`src/verilog/cpu16_params.svh`:
```
// Core sizing constants
`ifndef CPU16_PARAMS_SVH
`define CPU16_PARAMS_SVH

// Datapath and instruction width
`define CPU16_WIDTH 16

// Architectural registers R0 to R7
`define CPU16_REGS 8

// Data RAM depth in words
`define CPU16_DMEM_WORDS 256

// Register written by JAL
`define CPU16_LINK_REG 7

`endif
```
`src/verilog/dataMem.sv`:
```
// Data RAM
`default_nettype none
`include "cpu16_params.svh"

module dataMem (
    input  logic                    clk,
    input  logic [`CPU16_WIDTH-1:0] addr,
    input  logic                    wrEn,
    input  logic [`CPU16_WIDTH-1:0] wrData,
    output logic [`CPU16_WIDTH-1:0] rdData
);

    localparam int AW = $clog2(`CPU16_DMEM_WORDS);

    logic [`CPU16_WIDTH-1:0] mem [`CPU16_DMEM_WORDS];
    logic [AW-1:0]           index;

    // Upper address bits ignored, RAM aliases
    assign index = addr[AW-1:0];

    always_ff @(posedge clk) begin
        if (wrEn) begin
            mem[index] <= wrData;
        end
    end

    // Asynchronous read
    assign rdData = mem[index];

    wrIndexKnown: assert property (
        @(posedge clk) wrEn |-> !$isunknown(index)
    ) else $error("dataMem: store to unknown address");

endmodule

`default_nettype wire

```
`config.mk`:
```
export PLATFORM = sky130hd
export DESIGN_NAME = dataMem
export DESIGN_NICKNAME = d
export VERILOG_FILES = /design/src/verilog/dataMem.sv
export VERILOG_INCLUDE_DIRS = /design/src /design/src/verilog
export SDC_FILE = /design/constraint.sdc
export NUM_CORES = 2
export LEC_CHECK = 0
export BUFFER_PORTS_ARGS = -buffer_cell sky130_fd_sc_hd__clkbuf_2
export CORE_ASPECT_RATIO = 1.25
export CORE_MARGIN = 2
export CORE_UTILIZATION = 55
export DETAILED_ROUTE_END_ITERATION = 10
export PLACE_DENSITY = 0.69
export SYNTH_ARGS = -nofsm -noshare
export SYNTH_HDL_FRONTEND = slang
export SYNTH_SLANG_ARGS = --single-unit
```
`constraint.sdc`:
```
create_clock -name clk -period 5.12 [get_ports clk]
set_input_delay 0.512 -clock clk [delete_from_list [all_inputs] [get_ports clk]]
set_output_delay 0.512 -clock clk [all_outputs]
set_load 0.02 [all_outputs]
```
---- After elaboration in Yosys (flattened, before gate mapping) ----
Memory sizes are Yosys's and may differ from the RTL's.
Index checks and enable logic that the tools add are counted.
word-level totals
  word-level logic and storage cells ...... 3
  ROM bits ................................ 0
  memories kept ........................... 1
  RAM bits ................................ 4096
  flip-flop bits (word level) ............. 0
  latch bits .............................. 0
memory list
  name  words  width  read ports  clocked after Yosys merged registers in  wr ports  line           text
  mem   256    16     1           0                                        1         dataMem.sv:15  logic [`CPU16_WIDTH-1:0] mem [`CPU16_DMEM_WORDS];
cells by class
  $mul .................................... 0
  eq/ne operators ......................... 0
  magnitude comparators ................... 0
  reduce and logical (&&, ||, !) cells .... 0
  bitwise gates (word level) .............. 0
  add/sub/neg operators ................... 0
  shifts and indexed selects .............. 0
  div/mod/pow operators ................... 0
  mux-type cells .......................... 2
operators with widths
  kind              number
  2-to-1 mux 1 bit  2

---- Depth between registers and ports, before layout ----
  depth in word-level cells ............... 2
  mapped depth ............................ 10
  gate-level depth less buffers ........... 5

---- Least setup slack after synthesis ----
No wires, ideal clock.
  path type ............................... input-to-reg
  start ................................... input addr[0]
  end ..................................... memory mem[145][0] in the netlist's numbering (enable)
  path slack .............................. 1.910 ns
  required time ........................... 4.711 ns
  buffers on the path ..................... 5
  setup time .............................. 0.409 ns
  cell stages on the path ................. 7
  data arrival time ....................... 2.801 ns
  path through ............................ clkbuf_1 -> buf_6 -> clkbuf_1 -> buf_2 -> nand2b_1 -> clkbuf_1 -> nor3_1
RTL lines
  item                line           text
  start: declaration  dataMem.sv:7   input logic [`CPU16_WIDTH-1:0] addr,
  end: declaration    dataMem.sv:15
No word-level cell before the write port.

---- Worst setup path after layout ----
  start ................................... input addr[1]
  end ..................................... output rdData[1]
on the way
  word-level cells in the longest chain between the ends .. 1
ends and longest elaborated chain
  item                   line           text
  memory (256 x 16 bit)  n/a
  end: declaration       dataMem.sv:10  output logic [`CPU16_WIDTH-1:0] rdData
Every way passes these cells.

==> results.toml <==
[yosys]
async_flop_share = 0
synth_cell_types = 21
synth.avg_cell_area_um2 = 23.1
synth_simple_gate_area_frac = 0.00909
synth_edf_count = 4096
synthAdderAreaFrac = 0
synth_ff_type = "edfxtp_1"
synth-xor-area-share = 0
ys_seq_elements = 4096
synth_compound_area_frac = 0.0367
synth.cell_area_um2 = 155000
ys_seq_area_frac = 0.793
ys_warn_count = 0
synth_top_family_by_area = "multiplexers"
syn_inst = 6711
synth_fp_nets = 6745
synthMuxAreaShare = 0.149

[cells_and_area]
fin_area_um2 = 176000
fin_util = 0.628
drive_above_1_share = 0.296
reg_top3 = "mem x4096"
area_growth_pct = 13.3
final_nets = 7282
top_register = "mem"
largest_register_ffs = 4096

[timing]
min_period_ns = 4.65
hold_viol = 0
tightest_slew_ns = 1.43
post-route-period-util = 0.908
max_freq_ghz = 0.215
finalSetupViolations = 0
slew_viol_final = 0
tns_ns = 0
rsz0062_at_grt = "false"
relSlewSlack = 0.0478

[job]
cap_viol_max_count = 0

[global_route]
grt_pass1_vias = 74500
gr-usage-all-layers = 0.265
gr-total-overflow = 0
grt_pass1_wl_um = 543000
antenna_found_initial = 17
grt_max_degree = 162

[placed_design]
hpwl_um = 221000
portBuffers = 41
postPlaceCellArea_um2 = 164000
gp_congestion = 0.886

[floorplan]
io_pins = 50
die_w_um = 479
start_util = 0.554
core_um2 = 280000
fp.dieH_um = 598
row_count = 217
die_area_um2 = 286000

[power_and_ir_drop]
switching_share = 0.207
vdd_drop_max_uv = 258
power.switching_mw = 14.1
p_leak_nw = 54.2
pwr-share-comb = 0.047
p_per_area_nw_per_um2 = 389
seqPwrFrac = 0.541
p_clk_frac = 0.412
p_int_mw = 54.2

[clock_network]
cts_root_buf = "clkbuf_16"
h-tree-depth = 5
cts_setup_buffers = 0
cts_made_buffers = 377
cts_resized = 0
path_clk_slew_ns = 0.06
tritoncts = "built"
ctsHoldBuffers = 0
cts.sink_count = 4096
cts_buffer_depth = 4

[detailed_routing]
routedWlPerCell_um = 33.7
drt_first_pass_iters = 6
drc_errors = 0
ant_nets = 0
vias = 74500
drt_iter0_drc = 10500
drt_wl_total_um = 380000
vias_per_cell = 6.61

[setup_path]
worst-path-stages = 10
crit_slowest_cell = "o41ai_1"
worstPathRequired_ns = 4.61
cpLargestDelayFamily = "buffers and inverters"
crit_fanout = 43
path_cells = "buf_8 -> buf_12 -> buf_4 -> mux4_2 -> a22oi_1 -> a21oi_1 -> o41ai_1 -> nand4_1 -> buf_4 -> clkbuf_2"
cp_common_cell = "buf_4"
setup.worst_path.end = "rdData[1]"
crit_start = "addr[1]"
crit_type = "input pin to output port"
path_buf_inv = 5
arrival_ns = 4.14
startpoint_type = "input pin"
slowest_delay_ns = 0.81
crit_path_end_kind = "output port"

[min_path]
hp-class = "input pin to flop"
whs_path_depth = 1

[outcome]
status = "finished clean"
[per-stage QoR]
stage / setup WS (ns) / total power [mW] / hold slack, ns / instances
after global placement: 0.395 / 40.8 / 0.993 / 10600
after global routing: 0.330 / 70.0 / 0.0863 / 11300
after floorplan: 1.91 / 39.3 / 0.611 / 6711
final: 0.471 / 68.3 / 0.0694 / 11300
after CTS: 0.390 / 68.6 / 0.0503 / 11300
after detailed placement: 0.413 / 40.9 / 1.00 / 10600
[how the worst min path moves through the flow]
stage	from	end	slack (ns)
floorplan	wrData[0]	mem[0][0]$_DFFE_PP_	0.61
global placement	wrData[8]	mem[185][8]$_DFFE_PP_	0.99
detailed placement	wrData[8]	mem[176][8]$_DFFE_PP_	1.00
CTS	wrData[10]	mem[234][10]$_DFFE_PP_	0.05
global route	wrData[8]	mem[176][8]$_DFFE_PP_	0.09
finish	wrData[8]	mem[176][8]$_DFFE_PP_	0.07
[cells by family (layout without fill, tap and decap cells)]
group,Yosys count,after routing
compound gates,832,832
flops,4096,4096
buf+inv,421,1254
mux,1024,1024
simple gates,338,338
other cells,0,4
[per-layer routing]
layer	global-route usage	share of wire	vias up
met2	0.421	0.49	3896
met4	0.0962	0.040	18
met3	0.0519	0.099	643
met1	0.373	0.37	39900
li1	-	-	30000
met5	0	0.00030	-
[synth_stat cells (25+ instances only)]
master	count	share of area
clkbuf_1	249	0.0060
buf_1	54	0.0013
buf_6	25	0.0018
buf_2	76	0.0025
edfxtp_1	4096	0.79
nand2_1	28	0.00068
a21oi_1	256	0.0083
mux4_2	1024	0.15
o41ai_1	64	0.0036
a22oi_1	512	0.025
nor2_1	232	0.0056
nor3_1	30	0.00097
[layout make-up]
class	instances	area (um2)
diodes	4	10.0
clock buffers	445	9800
clock inverters	230	2430
fillers	18200	104000
inverters	1	3.75
multi-input cells	2194	30600
flip-flops and latches	4096	123000
well taps	3723	4660
repair buffers	578	5220
[power groups by stage]
| stage | Combinational [mW] | Sequential [mW] | Clock, mW |
|---|---|---|---|
| 6_report | 3.22 | 37.0 | 28.1 |
| 5_1_grt | 3.39 | 37.0 | 29.6 |
| 4_1_cts | 3.25 | 37.0 | 28.4 |
| 3_5_place_dp | 3.23 | 37.7 | 0 |
| 3_3_place_gp | 3.16 | 37.7 | 0 |
| 2_1_floorplan | 1.62 | 37.7 | 0 |
[cell usage in the layout (no fill, tap or decap), drive strengths merged]
| master | instances |
|---|---|
| a21oi | 256 |
| a22oi | 512 |
| and2 | 3 |
| buf | 555 |
| bufinv | 48 |
| clkbuf | 468 |
| clkinv | 151 |
| clkinvlp | 19 |
| diode | 4 |
| edfxtp | 4096 |
| inv | 13 |
| mux4 | 1024 |
| nand2 | 28 |
| nand2b | 6 |
| nand3 | 13 |
| nand4 | 16 |
| nor2 | 232 |
| nor2b | 7 |
| nor3 | 30 |
| o41ai | 64 |
| or2 | 2 |
| or3 | 1 |
(Power assumes the default switching activity.)
