$ cat src/verilog/cpu16_params.svh
// Core sizing constants
`ifndef CPU16_PARAMS_SVH
`define CPU16_PARAMS_SVH

// Datapath and instruction width
`define CPU16_WIDTH 16

// Architectural registers R0 to R7
`define CPU16_REGS 8

// Data RAM depth in words
`define CPU16_DMEM_WORDS 256

// Register written by JAL
`define CPU16_LINK_REG 7

`endif
$ cat src/verilog/regFile.sv
// Eight-entry register file
`default_nettype none
`include "cpu16_params.svh"

module regFile (
    input  logic                            clk,
    input  logic                            arstN,
    input  logic [$clog2(`CPU16_REGS)-1:0]  rdAddrA,
    input  logic [$clog2(`CPU16_REGS)-1:0]  rdAddrB,
    input  logic                            wrEn,
    input  logic [$clog2(`CPU16_REGS)-1:0]  wrAddr,
    input  logic [`CPU16_WIDTH-1:0]         wrData,
    output logic [`CPU16_WIDTH-1:0]         rdDataA,
    output logic [`CPU16_WIDTH-1:0]         rdDataB
);

    logic [`CPU16_WIDTH-1:0] regs [`CPU16_REGS];

    // All registers come up zero
    always_ff @(posedge clk or negedge arstN) begin
        if (!arstN) begin
            regs <= '{default: '0};
        end else if (wrEn) begin
            regs[wrAddr] <= wrData;
        end
    end

    // Rs port
    assign rdDataA = regs[rdAddrA];
    // Rt port
    assign rdDataB = regs[rdAddrB];

    // Write target must resolve before the commit edge
    wrAddrKnown: assert property (
        @(posedge clk) disable iff (!arstN)
        wrEn |-> !$isunknown(wrAddr)
    ) else $error("regFile: write with unknown address");

endmodule

`default_nettype wire

$ cat config.mk
export PLATFORM = sky130hd
export DESIGN_NAME = regFile
export DESIGN_NICKNAME = d
export VERILOG_FILES = /design/src/verilog/regFile.sv
export VERILOG_INCLUDE_DIRS = /design/src /design/src/verilog
export SDC_FILE = /design/constraint.sdc
export NUM_CORES = 1
export LEC_CHECK = 0
export BUFFER_PORTS_ARGS = -buffer_cell sky130_fd_sc_hd__buf_2
export CORE_AREA = 2 2 117 119
export CTS_CLUSTER_SIZE = 14
export DETAILED_ROUTE_END_ITERATION = 6
export DIE_AREA = 0 0 119 121
export GPL_TIMING_DRIVEN = 0
export PLACE_DENSITY = 0.84
export RECOVER_POWER = 100
export REMOVE_ABC_BUFFERS = 1
export SLEW_MARGIN = 20
export SYNTH_ARGS = -nofsm -noshare
export SYNTH_HDL_FRONTEND = slang
export SYNTH_SLANG_ARGS = --single-unit
$ cat constraint.sdc
create_clock -name clk -period 2.6 [get_ports clk]
set_input_delay 0.78 -clock clk [delete_from_list [all_inputs] [get_ports clk]]
set_output_delay 0.78 -clock clk [all_outputs]
set_load 0.01 [all_outputs]
After elaboration in Yosys (flattened, before gate mapping)
Cells that the tools add are included.
W data, S select, Z words.

storage, ports and cells
  flip-flop bits (word level) = 128
  input bits = 28
  logic and storage cells = 25

cells by class
  $lt $le $gt $ge = 4
  multiplexer cells = 9
  bitwise operators = 3
  reductions and logical operators = 1

operator list
  operator              number
  $bwmux W128           1
  $bmux W16 S3          2
  $mux W16              5
  $demux W16 S3         1
  $ge A4 B4 Y1 const B  3
  $not A3 Y4            3
  $lt A4 B1 Y1 const B  1
  $logic_and A1 B1 Y1   1

Longest topological paths before layout
  word-level depth = 6
  mapped depth = 5

Worst setup path before layout
OpenSTA, ideal clock, no wires.

  path type = input to output
  from = input port rdAddrA[0]
  to = output port rdDataA[2]
  arrival = 1852 ps
  data required time = 1820 ps
  slack = -32 ps
  stages on the path = 4
  buffers on the path = 2
  path through = buf_6 -> buf_6 -> mux4_1 -> mux2_2

on the way
  longest elaborated chain between the ends = 4

RTL lines
  what                                          RTL line       RTL
  from (decl)                                   regFile.sv:8   input logic [$clog2(`CPU16_REGS)-1:0] rdAddrA,
  $not A3 Y4 (not written as such)              regFile.sv:29  assign rdDataA = regs[rdAddrA];
  $bmux W16 S3                                  regFile.sv:29
  $mux W16 (not written as such) (2 in series)  regFile.sv:29
  to (decl)                                     regFile.sv:13  output logic [`CPU16_WIDTH-1:0] rdDataA,

No other way between the ends. The select of a mux whose other input is x is not followed.

Worst setup path after layout
  from = input port rdAddrB[0]
  to = output port rdDataB[6]

on the way
  longest elaborated chain between the ends = 4

RTL lines
  what                                          RTL line       RTL
  from (decl)                                   regFile.sv:9   input logic [$clog2(`CPU16_REGS)-1:0] rdAddrB,
  $not A3 Y4 (not written as such)              regFile.sv:31  assign rdDataB = regs[rdAddrB];
  $bmux W16 S3                                  regFile.sv:31
  $mux W16 (not written as such) (2 in series)  regFile.sv:31
  to (decl)                                     regFile.sv:14  output logic [`CPU16_WIDTH-1:0] rdDataB

No other way between the ends. The select of a mux whose other input is x is not followed.

==> impl_metrics.json <==
{
  "synth_common_cells": "160 x mux2_2, 128 x dfrtp_1, 56 x mux4_1",
  "r2r_cells": 1,
  "port_buffers": 59,
  "largest_registers": "regs x128",
  "cts_tree": "yes",
  "placed_area_sq_mm": 0.007417,
  "vias": 4142,
  "yosys.area.top_type": "dfrtp_1",
  "rsz0062_at_grt": "yes",
  "min_period_over_period_pct": 102.9,
  "fin_hold_ws_ns": 0.5264,
  "post_drt_wl_per_cell_um": 27.23,
  "top_register": "regs",
  "layoutNonFillerInstCount": 640,
  "final_nets": 479,
  "seqCellArea_sq_mm": 0.003203,
  "area_growth_syn_to_layout_pct": 17.68,
  "hp-start": "regs[43]",
  "violations": "setup timing",
  "wl_mm": 17.43,
  "crit_path_end_kind": "primary output",
  "ir_drop_mv": 0.4953,
  "place_inst": 602,
  "cts_inserted_buffers": 17,
  "yosys.area.top_type_share_pct": 45.76,
  "io_pins": 60,
  "drv_cap": 0,
  "worstPathRequired_ns": 1.82,
  "clock-sinks": 128,
  "synthCells": 393,
  "power_mw": 7.099,
  "synth-seq-cells": 128,
  "p_per_area_mw_per_mm2": 861.7,
  "largest_reg_flops": 128,
  "antenna_found_initial": 0,
  "hold_class": "register to register",
  "final_area_sq_mm": 0.008238,
  "hold_viol": 0,
  "worstPathArrival_ns": 1.90,
  "synthFlopType": "dfrtp_1",
  "dp_hpwl_mm": 8.926,
  "grt_overflow": 0,
  "cp-startpoint": "rdAddrB[0]",
  "clkLatencyLatePin_ns": 0.41,
  "slew_headroom_pct": 13.94,
  "synth_warnings": 0,
  "drive_above_1_share_pct": 70.26,
  "synth_area_leaders": "dfrtp_1 46%, mux2_2 26%, mux4_1 21%",
  "rows": 42,
  "setup_viol": 31,
  "place_ws_ns": -0.8856,
  "r2r_start": "regs[86]",
  "gp_congestion": 0.6770,
  "hold_depth": 1,
  "nFillCells": 875,
  "die_w_um": 119,
  "final_util_pct": 62.96,
  "ys_async_sr_fraction_pct": 100.0,
  "fin_skew_ns": 0,
  "die_area_sq_mm": 0.01440,
  "worstMarginPinSlew_ns": 1.291,
  "root_buffer": "clkbuf_16",
  "grt_pass1_wl_mm": 26.78,
  "clk_pin_slew_ns": 0.06,
  "grt_pass1_vias": 4587,
  "avgSynthCellArea_sq_um": 17.81,
  "viasPerCell": 6.472,
  "ys_seq_area_share_pct": 45.76,
  "worstSetupPathType": "primary input to primary output",
  "setup_ws_ns": -0.07538,
  "synth_most_common_cell": "mux2_2",
  "cts_max_level": 4,
  "core_area_sq_mm": 0.01309,
  "finalCriticalPeriod_ns": 2.675,
  "grt_max_degree": 78,
  "leakagePower_nw": 3.480,
  "cp_max_fo": 8,
  "dr.pass1.iters": 5,
  "synthDistinctLibCells": 15,
  "syn-cell-area_sq_mm": 0.007000,
  "clk_path_buf_depth": 2,
  "initial_core_util_pct": 53.50,
  "drtIter0Drc": 312,
  "die_y_um": 121,
  "worst_setup_path_start_kind": "primary input",
  "fin_setup_tns_ns": -0.7426,
  "synth_edf_count": 0,
  "track_usage_pct": 25.49,
  "outcome": "finished with violations",
  "max_freq_ghz": 0.3738,
  "drtAntennaViolNets": 0,
  "slew_viol_final": 0,
  "drc": 0,
  "multiInputGateArea_sq_mm": 0.003447,
  "antenna_cells": 0
}
## metal layers
metal | GRT usage (%) | wire (um) | vias to the layer above
li1 | - | - | 1671
met1 | 31.84 | 6859 | 2234
met2 | 42.39 | 9048 | 202
met3 | 6.297 | 1050 | 35
met4 | 11.38 | 466 | 0
met5 | 0 | 0 | -
## critical path, stage by stage
cell	delay (ns)
buf_16	0.13
mux4_2	0.53
mux2_4	0.32
buf_6	0.13
## final cells by class
| type | count | share of cell area, % |
|---|---|---|
| sequential | 128 | 38.88 |
| tap | 176 | 2.673 |
| timing repair buffer | 72 | 9.174 |
| clock inverter | 12 | 2.005 |
| multi-input combinational | 232 | 41.84 |
| clock buffer | 20 | 5.422 |
## cell families (layout without fill, tap and decap cells)
logic type    Yosys count  count (layout)  share of synthesized area (%)
mux                   224             224                          49.33
simple gates            8               8                          1.626
buf+inv                33             104                          3.289
flops                 128             128                          45.76
## report_power, final
| group | leakage (nW) | switching (mW) | total, mW | internal, mW |
|---|---|---|---|---|
| Combinational | 1.64 | 0.633 | 1.84 | 1.21 |
| Sequential | 1.54 | 0.358 | 2.80 | 2.44 |
| Clock | 0.299 | 0.846 | 2.46 | 1.62 |
| Total | 3.48 | 1.84 | 7.10 | 5.26 |
## final timing paths
check | to | slack, ns
max reg2reg | regs[86] | 1.77
min reg2reg | regs[43] | 0.53
max | rdDataB[6] | -0.08
max in group asynchronous | regs[83] | 0.31
min in group asynchronous | regs[10] | 0.65
min | regs[43] | 0.53
## layout by cell type (no fill, tap or decap)
cell | netlist | layout
clkbuf_16 | 0 | 17
mux2_2 | 160 | 136
nand4_2 | 1 | 1
nor4b_4 | 1 | 1
buf_8 | 0 | 2
buf_2 | 8 | 23
nand4b_2 | 3 | 3
buf_12 | 0 | 1
buf_6 | 10 | 29
bufinv_16 | 0 | 4
buf_4 | 5 | 2
mux4_2 | 8 | 64
clkbuf_8 | 0 | 1
buf_16 | 0 | 8
clkinvlp_4 | 0 | 2
nor4bb_1 | 2 | 2
clkbuf_1 | 3 | 7
clkinv_2 | 0 | 6
and4bb_1 | 0 | 1
mux2_4 | 0 | 24
clkbuf_2 | 2 | 2
dfrtp_1 | 128 | 128
## what timing repair did
item / in CTS / in global routing
hold buffers: 0 / 0
setup endpoints to repair: 32 / 32
gates cloned: 6 / 0
buffers inserted: 0 / 0
gates resized for setup: 90 / 43
hold endpoints to repair: 0 / 0
Power figures use the tool's default switching activity.
