`config.mk`:
```
export PLATFORM = sky130hd
export DESIGN_NAME = instrDecoder
export DESIGN_NICKNAME = d
export VERILOG_FILES = /design/src/verilog/cpu16Pkg.sv /design/src/verilog/instrDecoder.sv
export VERILOG_INCLUDE_DIRS = /design/src /design/src/verilog
export SDC_FILE = /design/constraint.sdc
export NUM_CORES = 1
export LEC_CHECK = 0
export BUFFER_PORTS_ARGS = -buffer_cell sky130_fd_sc_hd__buf_2
export CORE_AREA = 2 2 39 41
export DETAILED_ROUTE_END_ITERATION = 7
export DIE_AREA = 0 0 41 43
export GPL_ROUTABILITY_DRIVEN = 1
export GPL_TIMING_DRIVEN = 0
export SYNTH_ARGS = -nofsm -noshare
export SYNTH_HDL_FRONTEND = slang
export SYNTH_SLANG_ARGS = --single-unit
export TNS_END_PERCENT = 10
```
`constraint.sdc`:
```
create_clock -name vclk -period 1.2
set_clock_uncertainty 0.05 [all_clocks]
set_input_delay 0.06 -clock vclk [all_inputs]
set_output_delay 0.06 -clock vclk [all_outputs]
set_load 0.01 [all_outputs]
```
`src/verilog/cpu16_params.svh`:
```
// Core sizing constants
`ifndef CPU16_PARAMS_SVH
`define CPU16_PARAMS_SVH

// Datapath and instruction width
`define CPU16_WIDTH 16

// Architectural registers R0 to R7
`define CPU16_REGS 8

// Data RAM depth in words
`define CPU16_DMEM_WORDS 256

// Register written by JAL
`define CPU16_LINK_REG 7

`endif
```
`src/verilog/cpu16Pkg.sv`:
```
// Shared core types
`default_nettype none

package cpu16Pkg;

    // Primary opcode in instr[15:11]
    typedef enum logic [4:0] {
        OP_HALT  = 5'b00000,
        OP_NOP   = 5'b00001,
        OP_J     = 5'b00100,
        OP_JR    = 5'b00101,
        OP_JAL   = 5'b00110,
        OP_ADDI  = 5'b01000,
        OP_SUBI  = 5'b01001,
        OP_XORI  = 5'b01010,
        OP_ANDNI = 5'b01011,
        OP_BEQZ  = 5'b01100,
        OP_BNEZ  = 5'b01101,
        OP_ST    = 5'b10000,
        OP_LD    = 5'b10001,
        OP_LBI   = 5'b11000,
        OP_RFORM = 5'b11011
    } opcodeT;

    // Same order as the R-format func field
    typedef enum logic [1:0] {
        ALU_ADD  = 2'd0,
        ALU_SUB  = 2'd1,
        ALU_XOR  = 2'd2,
        ALU_ANDN = 2'd3
    } aluOpT;

    // Immediate field width and extension
    typedef enum logic [1:0] {
        IMM5S  = 2'd0,
        IMM5Z  = 2'd1,
        IMM8S  = 2'd2,
        IMM11S = 2'd3
    } immSelT;

    // Next PC source
    typedef enum logic [1:0] {
        PC_SEQ   = 2'd0,
        PC_REL8  = 2'd1,
        PC_REL11 = 2'd2,
        PC_REG   = 2'd3
    } pcSelT;

    // Write-back data sources
    localparam logic [1:0] WB_ALU  = 2'd0;
    localparam logic [1:0] WB_MEM  = 2'd1;
    localparam logic [1:0] WB_LINK = 2'd2;
    localparam logic [1:0] WB_IMM  = 2'd3;

    // Destination register field
    localparam logic [1:0] DST_RD   = 2'd0;
    localparam logic [1:0] DST_RT   = 2'd1;
    localparam logic [1:0] DST_RS   = 2'd2;
    localparam logic [1:0] DST_LINK = 2'd3;

endpackage

`default_nettype wire

```
`src/verilog/instrDecoder.sv`:
```
// Instruction decoder
`default_nettype none
`include "cpu16_params.svh"

module instrDecoder (
    input  logic [`CPU16_WIDTH-1:0] instr,
    output cpu16Pkg::aluOpT         aluOp,
    output cpu16Pkg::immSelT        immSel,
    output cpu16Pkg::pcSelT         pcSel,
    output logic                    aluSrcImm,
    output logic                    regWrite,
    output logic                    memRead,
    output logic                    memWrite,
    output logic [1:0]              wbSel,
    output logic [1:0]              dstSel,
    output logic                    isBranch,
    output logic                    branchNotZero,
    output logic                    halt
);
    import cpu16Pkg::*;

    opcodeT opcode;

    assign opcode = opcodeT'(instr[15:11]);

    always_comb begin
        // Quiet defaults, also what unknown codes get
        aluOp         = ALU_ADD;
        immSel        = IMM5S;
        pcSel         = PC_SEQ;
        aluSrcImm     = 1'b0;
        regWrite      = 1'b0;
        memRead       = 1'b0;
        memWrite      = 1'b0;
        wbSel         = WB_ALU;
        dstSel        = DST_RD;
        isBranch      = 1'b0;
        branchNotZero = 1'b0;
        halt          = 1'b0;

        case (opcode)
            OP_HALT: begin
                halt = 1'b1;
            end
            OP_NOP: begin
                // Nothing beyond pc+1
            end
            OP_J: begin
                immSel = IMM11S;
                pcSel  = PC_REL11;
            end
            OP_JAL: begin
                immSel   = IMM11S;
                pcSel    = PC_REL11;
                regWrite = 1'b1;
                wbSel    = WB_LINK;
                dstSel   = DST_LINK;
            end
            OP_JR: begin
                // Target is Rs plus imm8
                immSel = IMM8S;
                pcSel  = PC_REG;
            end
            OP_BEQZ, OP_BNEZ: begin
                immSel        = IMM8S;
                pcSel         = PC_REL8;
                isBranch      = 1'b1;
                branchNotZero = (opcode == OP_BNEZ);
            end
            OP_ADDI, OP_SUBI, OP_XORI, OP_ANDNI: begin
                // Low two opcode bits pick the ALU op
                aluOp     = aluOpT'(instr[12:11]);
                immSel    = instr[12] ? IMM5Z : IMM5S;
                aluSrcImm = 1'b1;
                regWrite  = 1'b1;
                dstSel    = DST_RT;
            end
            OP_ST: begin
                // Address is Rs plus imm5, data from Rt
                aluSrcImm = 1'b1;
                memWrite  = 1'b1;
            end
            OP_LD: begin
                aluSrcImm = 1'b1;
                memRead   = 1'b1;
                regWrite  = 1'b1;
                wbSel     = WB_MEM;
                dstSel    = DST_RT;
            end
            OP_LBI: begin
                immSel   = IMM8S;
                regWrite = 1'b1;
                wbSel    = WB_IMM;
                dstSel   = DST_RS;
            end
            OP_RFORM: begin
                aluOp    = aluOpT'(instr[1:0]);
                regWrite = 1'b1;
            end
            default: begin
                // Undefined opcode behaves as NOP
            end
        endcase
    end

    // One RAM access kind per instruction
    memExclusive: assert #0 (!(memRead && memWrite))
        else $error("instrDecoder: memRead and memWrite both high");

endmodule

`default_nettype wire

```
# [Yosys cells after proc, flatten, opt, wreduce, memory -nomap -nowiden]
# Index checks and enable logic that the tools add are counted.
[word_totals] output_inout_bits=17 ram_bits=0 latchBits=0 regBits=0 memories=0 rom_bits=0 wordCells=34
[classes] muxes=13 bitwise=0 eq_ne=13 shifts=0 n_div=0 n_addsub=0 n_reduce_logical=8 n_lt_le_gt_ge=0 mul=0
[op_table] op="$eq A5 B4 Y1 const B" n=6
[op_table] op="$pmux W2 S3" n=4
[op_table] op="$eq A5 B5 Y1 const B" n=4
[op_table] op="$eq A5 B3 Y1 const B" n=3
[op_table] op="$mux W1" n=8
[op_table] op="$reduce_or A4 Y1" n=2
[op_table] op="$reduce_or A8 Y1" n=1
[op_table] op="$reduce_or A6 Y1" n=1
[op_table] op="$logic_not A5 Y1" n=1
[op_table] op="$reduce_or A5 Y1" n=1
[op_table] op="$pmux W2 S2" n=1
[op_table] op="$reduce_or A2 Y1" n=2

# [Logic depth before layout (Yosys ltp)]
[depth] ltp_word=3 mapped_depth=4 mapped_depth_nobuf=3

# [Worst setup path after synthesis]
# Ideal clock, no wire load.
[synth_timing] kind="input to output" start="input instr[15]" end="output branchNotZero" path_buffers=1 setup_slack_ps=412 arrival_ps=678 stages=4 t_required_ps=1090 path_cell_list="buf_6 nand2b_1 nor2_2 and2_1"
[synth_via] elab_chain_cells=3 elab_cells_between_ends=4
[synth_lines] element="start, declared" line_no="instrDecoder.sv:6" rtl="input logic [`CPU16_WIDTH-1:0] instr,"
[synth_lines] element="$eq A5 B4 Y1, on equally long branches" line_no="instrDecoder.sv:41, instrDecoder.sv:68"
[synth_lines] element="$reduce_or A2 Y1" line_no="instrDecoder.sv:41" rtl="case (opcode)"
[synth_lines] element="$mux W1 (*)" line_no="instrDecoder.sv:41"
[synth_lines] element="end, declared" line_no="instrDecoder.sv:17" rtl="output logic branchNotZero,"
# Mark *: on every way between the ends. The rest lies on a longest branch, timed or not.

# [Worst setup path after layout]
[layout_timing] start="input instr[15]" end="output dstSel[1]"
[layout_via] elab_chain_cells=3 elab_cells_between_ends=9
[layout_lines] element="$eq A5 B5 Y1 / $eq A5 B4 Y1 (equally long branches)" line_no="instrDecoder.sv:41"
[layout_lines] element="$reduce_or A5 Y1 (no line)"
[layout_lines] element="$pmux W2 S3 (*)" line_no="instrDecoder.sv:41"
[layout_lines] element="end, declared" line_no="instrDecoder.sv:15" rtl="output logic [1:0] dstSel,"
# Marks and branches as above.

==> key figures <==
Drt
  • Avg WL per Cell: around 9.3 um
  • # DRC: 0
  • Drt first-iter violations: 0
  • Routed vias: around 360
  • First-pass iteration count of the detailed router: 1
  • DRT Wirelength: 774 um
  • Via/cell ratio: roughly 4.3
  • Final ANT Viol Nets: 0

Worst setup path
  • Setup crit start: instr[15]
  • Critical Path Fanout Max: 10
  • Worst-path cell chain: buf_2 -> buf_6 -> nor2_1 -> nand3_1 -> a21oi_1 -> buf_2
  • WS Path Type: input pin to output pin
  • Cell mode on critical path: buf_2
  • Buf+Inv Stages, Crit Path: 3
  • Largest stage delay on the critical path: about 0.16 ns
  • CP top delay family: buffers and inverters
  • Slowest CP cell: nor2_1
  • Critical path required time: about 1.1 ns
  • Critical path startpoint category: input pin
  • Critical path arrival: about 0.85 ns
  • CP Capture Type: output pin

Yosys
  • Cell Area, Synth: 297.8 um^2
  • Synth top area cells: a21oi_1, buf_6, nand2_1
  • Synth cell count leaders: nand2_1, a21oi_1, nand3_1
  • Syn_nets: 62
  • Count of different cell masters after synthesis: 23
  • Top-count cell post-synth: nand2_1
  • Post-synthesis sequential area ratio: 0%
  • Syn Area/Cell: between 6 and 7 um^2
  • Synth area leader: a21oi_1
  • Cell count after synthesis: 46
  • Top cell type's share of synthesized area: between 10% and 20%
  • Warnings from Yosys: 0

Pwr
  • Maximum vdd drop: between 0.09 and 0.1 mV
  • Internal power: ~60 uW
  • Flop pwr share: 0%
  • Combinational share of power: 100.0%
  • Leak pwr: approximately 0.25 nW
  • Clock power frac: 0%
  • Switching pwr: about 69 uW
  • Power per cell area: 304.2 mW/mm^2
  • Sw frac: between 50% and 60%

Min path
  • Hold path startpoint: instr[12]
  • HP Class: input pin to output pin

Finish
  • Number of sequential cells: 0
  • Area delta synth->final: 42.02%
  • Antenna cells: 0
  • CLK BUF: 0
  • Register area: 0 um^2
  • Fill cells: 176
  • Layout net count: 85
  • Share of layout cells above drive strength 1: 46.27%

Floorplan
  • Io pins: 33
  • Core ar.: ~0.0014 mm^2
  • Die area: about 0.0018 mm^2
  • Starting density of the core: a little over a fifth
  • Num rows: 14
  • Die H: between 40 and 50 um
  • Die W: 41 um

STA
  • Minimum clock period: a little under 1 ns
  • Final setup fails: 0
  • Slew Viols, Final: 0
  • Final Cycle Share: between 80% and 90%
  • Fmax achieved: roughly 1000 MHz
  • Final hold viol count: 0
  • Unrepaired setup endpoints after global routing: no
  • Relative slew slack: 89.50%
  • Setup TNS: 0 ns
  • Final worst slack: 0.2383 ns
  • Worst-Margin Slew: ~0.16 ns

CTS
  • # resized after CTS: 0
  • Post-CTS Setup Bufs: 0
  • Hold_buf cts: 0

Status
  • Run status: finished clean

GRT
  • GR Util All Layers: slightly below 9%
  • Vias in the first global route: 282
  • First-pass GRT wire length: approximately 1200 um
  • Initial antenna violation count: 0
  • Remaining Overflow, GRT: 0
  • Largest net degree at the start of global routing: 11

Placement
  • DP HPWL: 618.5 um
  • Port bufs: 21
  • GPL Wtd Cong: approximately 0.71
  • Placement Setup Slack: 0.2397 ns

Job
  • Maxcap violations: 0
-- cells by family (layout without fill, tap and decap cells) --
logic type | Yosys count | after routing | synth area share [%]
AND/OR/NAND/NOR | 28 | 28 | 57.57
AO/OA/AOI/OAI | 10 | 10 | 18.90
buffers and inverters | 6 | 27 | 17.64
XOR/XNOR | 2 | 2 | 5.883
-- routing by layer --
layer / vias up / wire length (um) / global-route usage (%)
met4: 0 / 0 / 0
met3: 0 / 67 / 0
met2: 13 / 347 / 13.13
li1: 197 / - / -
met1: 149 / 359 / 14.56
met5: - / 0 / 0
-- final timing paths --
| kind | endpoint | depth (start not counted) |
|---|---|---|
| worst min-delay path | pcSel[1] | 3 |
| worst max-delay path | dstSel[1] | 6 |
-- placed cells by master (no fill, tap or decap), drive strengths merged, types with 2 or more instances in the layout --
cell type	count
and3b	2
nand2	8
a21oi	7
nor2	4
nand2b	3
buf	26
o21ai	2
nand3	4
nor2b	2
-- stage by stage --
| step | area [um^2] | util, % | hold slack [ns] | cells | power (mW) |
|---|---|---|---|---|---|
| 2_1_floorplan | 297.8 | - | 0.2031 | 46 | 0.08979 |
| 3_3_place_gp | 422.9 | 30.56 | 0.3909 | 83 | 0.1281 |
| 3_5_place_dp | 422.9 | 30.56 | 0.3889 | 83 | 0.1296 |
| 4_1_cts | 422.9 | 30.56 | 0.3892 | 83 | 0.1300 |
| 5_1_grt | 422.9 | 30.56 | 0.4100 | 83 | 0.1423 |
| 6_report | 422.9 | 30.56 | 0.3852 | 83 | 0.1286 |
-- power by group through the flow --
stage	registers (mW)	logic, mW	clock network, mW
floorplan	0	0.0898	0
global placement	0	0.128	0
detailed placement	0	0.130	0
CTS	0	0.130	0
global route	0	0.142	0
finish	0	0.129	0
-- cell type report --
type | instances | area, um^2 | area share, %
Multi-Input combinational cell | 40 | 245.2 | 57.99
Timing Repair Buffer | 21 | 105.1 | 24.85
Buffer | 5 | 48.80 | 11.54
Tap cell | 16 | 20.02 | 4.734
Inverter | 1 | 3.754 | 0.8876
Note: power is estimated with default switching activity, not from simulation.
