===== src/verilog/cpu16_params.svh =====
// Core sizing constants
`ifndef CPU16_PARAMS_SVH
`define CPU16_PARAMS_SVH

// Datapath and instruction width
`define CPU16_WIDTH 16

// Architectural registers R0 to R7
`define CPU16_REGS 8

// Data RAM depth in words
`define CPU16_DMEM_WORDS 256

// Register written by JAL
`define CPU16_LINK_REG 7

`endif

===== src/verilog/cpu16Pkg.sv =====
// Shared core types
`default_nettype none

package cpu16Pkg;

    // Primary opcode in instr[15:11]
    typedef enum logic [4:0] {
        OP_HALT  = 5'b00000,
        OP_NOP   = 5'b00001,
        OP_J     = 5'b00100,
        OP_JR    = 5'b00101,
        OP_JAL   = 5'b00110,
        OP_ADDI  = 5'b01000,
        OP_SUBI  = 5'b01001,
        OP_XORI  = 5'b01010,
        OP_ANDNI = 5'b01011,
        OP_BEQZ  = 5'b01100,
        OP_BNEZ  = 5'b01101,
        OP_ST    = 5'b10000,
        OP_LD    = 5'b10001,
        OP_LBI   = 5'b11000,
        OP_RFORM = 5'b11011
    } opcodeT;

    // Same order as the R-format func field
    typedef enum logic [1:0] {
        ALU_ADD  = 2'd0,
        ALU_SUB  = 2'd1,
        ALU_XOR  = 2'd2,
        ALU_ANDN = 2'd3
    } aluOpT;

    // Immediate field width and extension
    typedef enum logic [1:0] {
        IMM5S  = 2'd0,
        IMM5Z  = 2'd1,
        IMM8S  = 2'd2,
        IMM11S = 2'd3
    } immSelT;

    // Next PC source
    typedef enum logic [1:0] {
        PC_SEQ   = 2'd0,
        PC_REL8  = 2'd1,
        PC_REL11 = 2'd2,
        PC_REG   = 2'd3
    } pcSelT;

    // Write-back data sources
    localparam logic [1:0] WB_ALU  = 2'd0;
    localparam logic [1:0] WB_MEM  = 2'd1;
    localparam logic [1:0] WB_LINK = 2'd2;
    localparam logic [1:0] WB_IMM  = 2'd3;

    // Destination register field
    localparam logic [1:0] DST_RD   = 2'd0;
    localparam logic [1:0] DST_RT   = 2'd1;
    localparam logic [1:0] DST_RS   = 2'd2;
    localparam logic [1:0] DST_LINK = 2'd3;

endpackage

`default_nettype wire


===== src/verilog/fetchUnit.sv =====
// Program counter and next-PC logic
`default_nettype none
`include "cpu16_params.svh"

module fetchUnit (
    input  logic                    clk,
    input  logic                    arstN,
    input  cpu16Pkg::pcSelT         pcSel,
    input  logic                    isBranch,
    input  logic                    branchNotZero,
    input  logic                    halt,
    input  logic [`CPU16_WIDTH-1:0] imm,
    input  logic [`CPU16_WIDTH-1:0] rsData,
    output logic [`CPU16_WIDTH-1:0] pc,
    output logic [`CPU16_WIDTH-1:0] pcPlusOne,
    output logic                    halted
);
    import cpu16Pkg::*;

    logic [`CPU16_WIDTH-1:0] relTarget;
    logic [`CPU16_WIDTH-1:0] nextPc;
    logic                    rsNonZero;
    logic                    relTaken;

    // Word addresses, so step by one
    assign pcPlusOne = pc + 1'b1;
    // Relative targets count from the next instruction
    assign relTarget = pcPlusOne + imm;

    // Zero test on Rs
    assign rsNonZero = |rsData;
    // Jumps always taken, branches on the test
    assign relTaken  = !isBranch || (rsNonZero == branchNotZero);

    always_comb begin
        case (pcSel)
            PC_SEQ: begin
                nextPc = pcPlusOne;
            end
            PC_REL8, PC_REL11: begin
                nextPc = relTaken ? relTarget : pcPlusOne;
            end
            PC_REG: begin
                nextPc = rsData + imm;
            end
            default: begin
                nextPc = pcPlusOne;
            end
        endcase
    end

    // HALT freezes the PC, flag sticks until reset
    always_ff @(posedge clk or negedge arstN) begin
        if (!arstN) begin
            pc     <= '0;
            halted <= 1'b0;
        end else if (halt || halted) begin
            halted <= 1'b1;
        end else begin
            pc <= nextPc;
        end
    end

    pcFrozen: assert property (
        @(posedge clk) disable iff (!arstN)
        halted |=> $stable(pc)
    ) else $error("fetchUnit: PC moved while halted");

endmodule

`default_nettype wire


===== config.mk =====
export PLATFORM = sky130hd
export DESIGN_NAME = fetchUnit
export DESIGN_NICKNAME = d
export VERILOG_FILES = /design/src/verilog/cpu16Pkg.sv /design/src/verilog/fetchUnit.sv
export VERILOG_INCLUDE_DIRS = /design/src /design/src/verilog
export SDC_FILE = /design/constraint.sdc
export NUM_CORES = 1
export LEC_CHECK = 0
export BUFFER_PORTS_ARGS = -buffer_cell sky130_fd_sc_hd__buf_2
export CAP_MARGIN = 20
export CORE_ASPECT_RATIO = 1.1
export CORE_MARGIN = 2
export CORE_UTILIZATION = 55
export DETAILED_ROUTE_END_ITERATION = 8
export PLACE_DENSITY = 0.85
export SKIP_CTS_REPAIR_TIMING = 1
export SLEW_MARGIN = 20
export SYNTH_ARGS = -nofsm -noshare
export SYNTH_HDL_FRONTEND = slang
export SYNTH_SLANG_ARGS = --single-unit

===== constraint.sdc =====
create_clock -name clk -period 3.6 [get_ports clk]
set_input_delay 0.54 -clock clk [delete_from_list [all_inputs] [get_ports clk]]
set_output_delay 0.54 -clock clk [all_outputs]
set_load 0.01 [all_outputs]

-- Yosys cells after proc, flatten, opt, wreduce, memory -nomap -nowiden
Cells that the tools add are included.
- bits in registers: 17
- bits in latches: 0
- RAM bits: 0
- ROM bits: 0
- input bits: 39
- output and inout bits: 33
- word-level logic and storage cells: 17
- memories kept: 0
- $add $sub $neg: 3
- multipliers: 0
- div/mod/pow operators: 0
- $lt $le $gt $ge: 0
- equality and inequality tests: 4
- shifts and indexed selects: 0
- mux-type cells: 2
- bitwise operators: 0
- reductions and logical operators: 6
- operators by type and width (cell ; count):
    $pmux W16 S3 ; 1
    $add A16 B16 Y16 ; 2
    $add A16 B1 Y16 const B ; 1
    $mux W16 ; 1
    $reduce_or A16 Y1 ; 1
    $eq A2 B2 Y1 const B ; 2
    $eq A2 B1 Y1 const B ; 1
    $logic_not A2 Y1 ; 1
    $logic_or A1 B1 Y1 ; 2
    $reduce_or A2 Y1 ; 1
    $eq A1 B1 Y1 ; 1
    $logic_not A1 Y1 ; 1

-- Longest topological paths before layout
- depth in word-level cells: 5
- mapped depth: 13
- gate-level depth less buffers: 12

-- Least setup slack after synthesis
No wires, ideal clock.
- kind: register -> register
- start: reg pc[0]
- end: reg pc[15]
- library setup time: 129 ps
- arrival time: 3183 ps
- required time: 3471 ps
- path slack: 288 ps
- stages on the path, launching flop included: 13
- buffers on the path: 0
- period minus slack after synthesis: 3312 ps
- cell sequence: dfrtp_1 -> ha_1 -> and4_1 -> nand3_1 -> xnor2_1 -> ha_1 -> a21o_1 -> o221a_1 -> a221oi_1 -> a211oi_1 -> or3_1 -> nand3_1 -> a31oi_1
- cells in the longest elaborated chain, start to end: 4
- RTL lines (element ; line ; text):
    start: declaration ; fetchUnit.sv:14 ; output logic [`CPU16_WIDTH-1:0] pc,
    start signal: assignment ; fetchUnit.sv:60 ; pc <= nextPc;
    $add A16 B1 Y16 ; fetchUnit.sv:26 ; assign pcPlusOne = pc + 1'b1;
    net pcPlusOne[12] ; fetchUnit.sv:15 ; output logic [`CPU16_WIDTH-1:0] pcPlusOne,
    $add A16 B16 Y16 ; fetchUnit.sv:28 ; assign relTarget = pcPlusOne + imm;
    $mux W16 ; fetchUnit.sv:41 ; nextPc = relTaken ? relTarget : pcPlusOne;
    $pmux W16 S3 ; fetchUnit.sv:36 ; case (pcSel)
The timed path passes the listed nets, and every way through them passes these cells.
A chain may end at the register's enable or synchronous reset.

-- Worst setup path after layout
- start: reg pc[1]
- end: reg pc[15]
- cells in the longest elaborated chain, start to end: 4
- RTL lines (element ; line):
    $add A16 B1 Y16 * ; fetchUnit.sv:26
    $add A16 B16 Y16 ; fetchUnit.sv:28
    $mux W16 ; fetchUnit.sv:41
    $pmux W16 S3 * ; fetchUnit.sv:36
Mark *: on every way between the ends. The rest lies on a longest branch, timed or not.

==> run metrics <==
status complete, no violations; Area growth syn-to-layout 18.1%; CP max FO 5; Least-Margin Pin Slew between 0.7 and 0.8 ns; first-pass GRT wire length between 10000 and 15000 um; DRC violations left 0; period utilization 0.938; register area 425 um2; Clock power frac 0.125; CTS Sinks 17; Initial Util 0.570; Setup Skew 0.00253 ns; Seq/Total Area, Yosys 0.149; startpoint types flip-flop; worst slack, placed 0.284 ns; Post-synth EDFFs 0; total die area around 5800 um2; Setup violations, final 0; Clock Path Buffers 2; clk root buf clkbuf_8; Hold Crit Class input port to asynchronous set/reset pin; max cap viols 0; combinational share of power 0.656; minimum clock period approximately 3.4 ns; H-tree lvl count 1; RePlAce Congestion between 1 and 1.5; Netlist Area Pre-Place 2850 um2; Switch Pwr approximately 0.56 mW; switching share of power 0.466; clock-pin transition on the worst setup and hold timing paths approximately 0.070 ns; maximum VDD drop about 0.00016 V; gr ovfl total 0; syn avg cell area approximately 7.8 um2; n_diodes 0; endpoints failing hold 0; layout cells sized above 1 0.235; Rows 27; Most used DFF post-synth dfrtp_1; register share of total power 0.219; Die W 72.6 um; FMAX 296 MHz; crit end category flip-flop; Iter 0 DRT Violations 262; core box area about 5000 um2; commonest cells after routing, fill and taps aside 71 x buf_2, 42 x nand2_1, 37 x ha_1; Die Height 79.5 um; capture point of the worst reg-to-reg path pc[15]; max-slew violation count 0; largest net degree at the start of global routing 24; DP HPWL about 7000 um; vias in the first global route just under 3k; Int Power approximately 0.64 mW; reg-to-reg startpoint pc[1]; Ys Warns 0; Synth async-reset ratio 1.00; commonest non-fill, non-tap cell in the layout buf_2; Vias roughly 3.2k; CP Data Required Time around 3.7 ns; Avg Vias per Cell 6.47; GRT Overall Usage 0.300; crit path launch pc[1]; Skew-Pair Late Insertion Delay about 0.26 ns; number of I/O port buffers 71; initial antenna violation count 0; setup TNS 0 ns; Multi-input gate area around 2300 um2; layout filler cell count 432; syn nets around 440; Yosys cell types 64; NumNets Final 518; number of routed nets with antenna violations 0; CTS tree done; Avg WL per Cell ~17 um; relative slew slack 0.514; FF-to-FF setup slack ~0.22 ns; leak pwr roughly 1.5 nW; RSZ-0062 raised after global routing no; PwrDens 355 nW/um2; arrival time worst endpoint around 3.5 ns; Routed WL between 8000 and 9000 um; post-route setup slack between 0.2 and 0.25 ns; Syn Inst Count ~360; crit path kind flip-flop to flip-flop; Worst Reg-to-Reg Cells 13; I/O pin cnt between 70 and 80; synthesized flop and latch total 17; CTS Buf Count 3; DR pass1 iterations 5
## area by class of cell
class	instances	share of cell area
inverters	11	0.0123
multi-input cells	326	0.698
well taps	58	0.0216
clock buffers	3	0.0123
repair buffers	81	0.128
clock inverters	1	0.00149
flip-flops and latches	17	0.126
## stage by stage
stage | instance area [um2] | power [mW] | util | hold WS (ns) | std cells
global route | 3360 | 1.28 | 0.673 | 0.213 | 497
finish | 3360 | 1.20 | 0.673 | 0.183 | 497
global placement | 3310 | 1.01 | 0.661 | 0.480 | 493
CTS | 3350 | 1.18 | 0.671 | 0.195 | 497
floorplan | 2850 | 0.791 | - | 0.244 | 364
detailed placement | 3310 | 1.03 | 0.661 | 0.478 | 493
## per-layer routing
metal / wire [um] / share of wire / track usage / vias to the layer above
met5: 0 / 0 / 0 / -
met4: 236 / 0.028 / 0.131 / 0
met3: 703 / 0.082 / 0.0278 / 24
met2: 3870 / 0.45 / 0.480 / 170
met1: 3710 / 0.44 / 0.405 / 1483
li1: - / - / - / 1538
## kinds of logic after synthesis
kind of cell | count (synthesis) | synth area share
DFF | 17 | 0.149
AOI/OAI and AO/OA | 136 | 0.318
muxes | 7 | 0.0321
adders and majority gates | 39 | 0.177
buffers and inverters | 21 | 0.0299
xor gates and xnor gates | 35 | 0.108
and+or+nand+nor | 109 | 0.186
## worst max-delay path: stages (launching register included)
cell	delay, ns
dfrtp_1	0.41
ha_1	0.26
and4_1	0.33
nand3_1	0.12
xnor2_1	0.14
buf_4	0.16
ha_1	0.34
a21o_1	0.24
o221a_1	0.25
a221oi_1	0.33
a211oi_1	0.14
or3_1	0.35
nand3_1	0.09
a31oi_1	0.08
## state kept, by name, summed over array words and instances, names as in the netlist
register	flops
pc	16
halted	1
## power by group through the flow
stage	logic (mW)	clock network, mW	registers (mW)
2_1_floorplan	0.519	0	0.272
3_3_place_gp	0.746	0	0.259
3_5_place_dp	0.763	0	0.263
4_1_cts	0.766	0.149	0.260
5_1_grt	0.859	0.156	0.267
6_report	0.784	0.149	0.262
## Yosys cell counts, types with 2 or more instances
| master | instances | area share |
|---|---|---|
| dfrtp_1 | 17 | 0.15 |
| and2_1 | 2 | 0.0044 |
| o22ai_1 | 6 | 0.013 |
| inv_1 | 10 | 0.013 |
| xor2_1 | 9 | 0.028 |
| nor2_2 | 2 | 0.0044 |
| nor3_1 | 5 | 0.0088 |
| a21oi_2 | 2 | 0.0062 |
| nor2b_1 | 5 | 0.011 |
| nor4_1 | 4 | 0.0088 |
| mux2i_1 | 2 | 0.0070 |
| a221oi_1 | 3 | 0.0092 |
| nand2_1 | 42 | 0.055 |
| a21o_1 | 7 | 0.018 |
| clkbuf_1 | 4 | 0.0053 |
| fa_1 | 2 | 0.014 |
| buf_2 | 5 | 0.0088 |
| a31oi_1 | 6 | 0.013 |
| o22a_1 | 2 | 0.0062 |
| nand4_1 | 3 | 0.0066 |
| nand2b_1 | 4 | 0.0088 |
| o211ai_1 | 7 | 0.018 |
| nand3_1 | 14 | 0.025 |
| o31ai_1 | 3 | 0.0079 |
| mux2_1 | 2 | 0.0079 |
| a21oi_1 | 33 | 0.058 |
| and4_1 | 5 | 0.015 |
| a22oi_1 | 4 | 0.011 |
| o221ai_1 | 2 | 0.0062 |
| a211oi_1 | 6 | 0.016 |
| o21a_1 | 4 | 0.011 |
| ha_1 | 37 | 0.16 |
| o21ai_0 | 27 | 0.047 |
| and3_1 | 4 | 0.0088 |
| xnor2_1 | 26 | 0.080 |
| o21ai_1 | 4 | 0.0070 |
| a21o_2 | 2 | 0.0062 |
| nor2_1 | 16 | 0.021 |
## worst max-delay path by stage
stage | end | slack, ns | cells past startpoint
finish | pc[15] | 0.22 | 13
CTS | pc[15] | 0.26 | 13
global placement | pc[15] | 0.40 | 13
detailed placement | pc[15] | 0.28 | 13
global route | pc[15] | 0.03 | 13
floorplan | pc[15] | 0.29 | 12
Note: power is estimated with default switching activity, not from simulation.
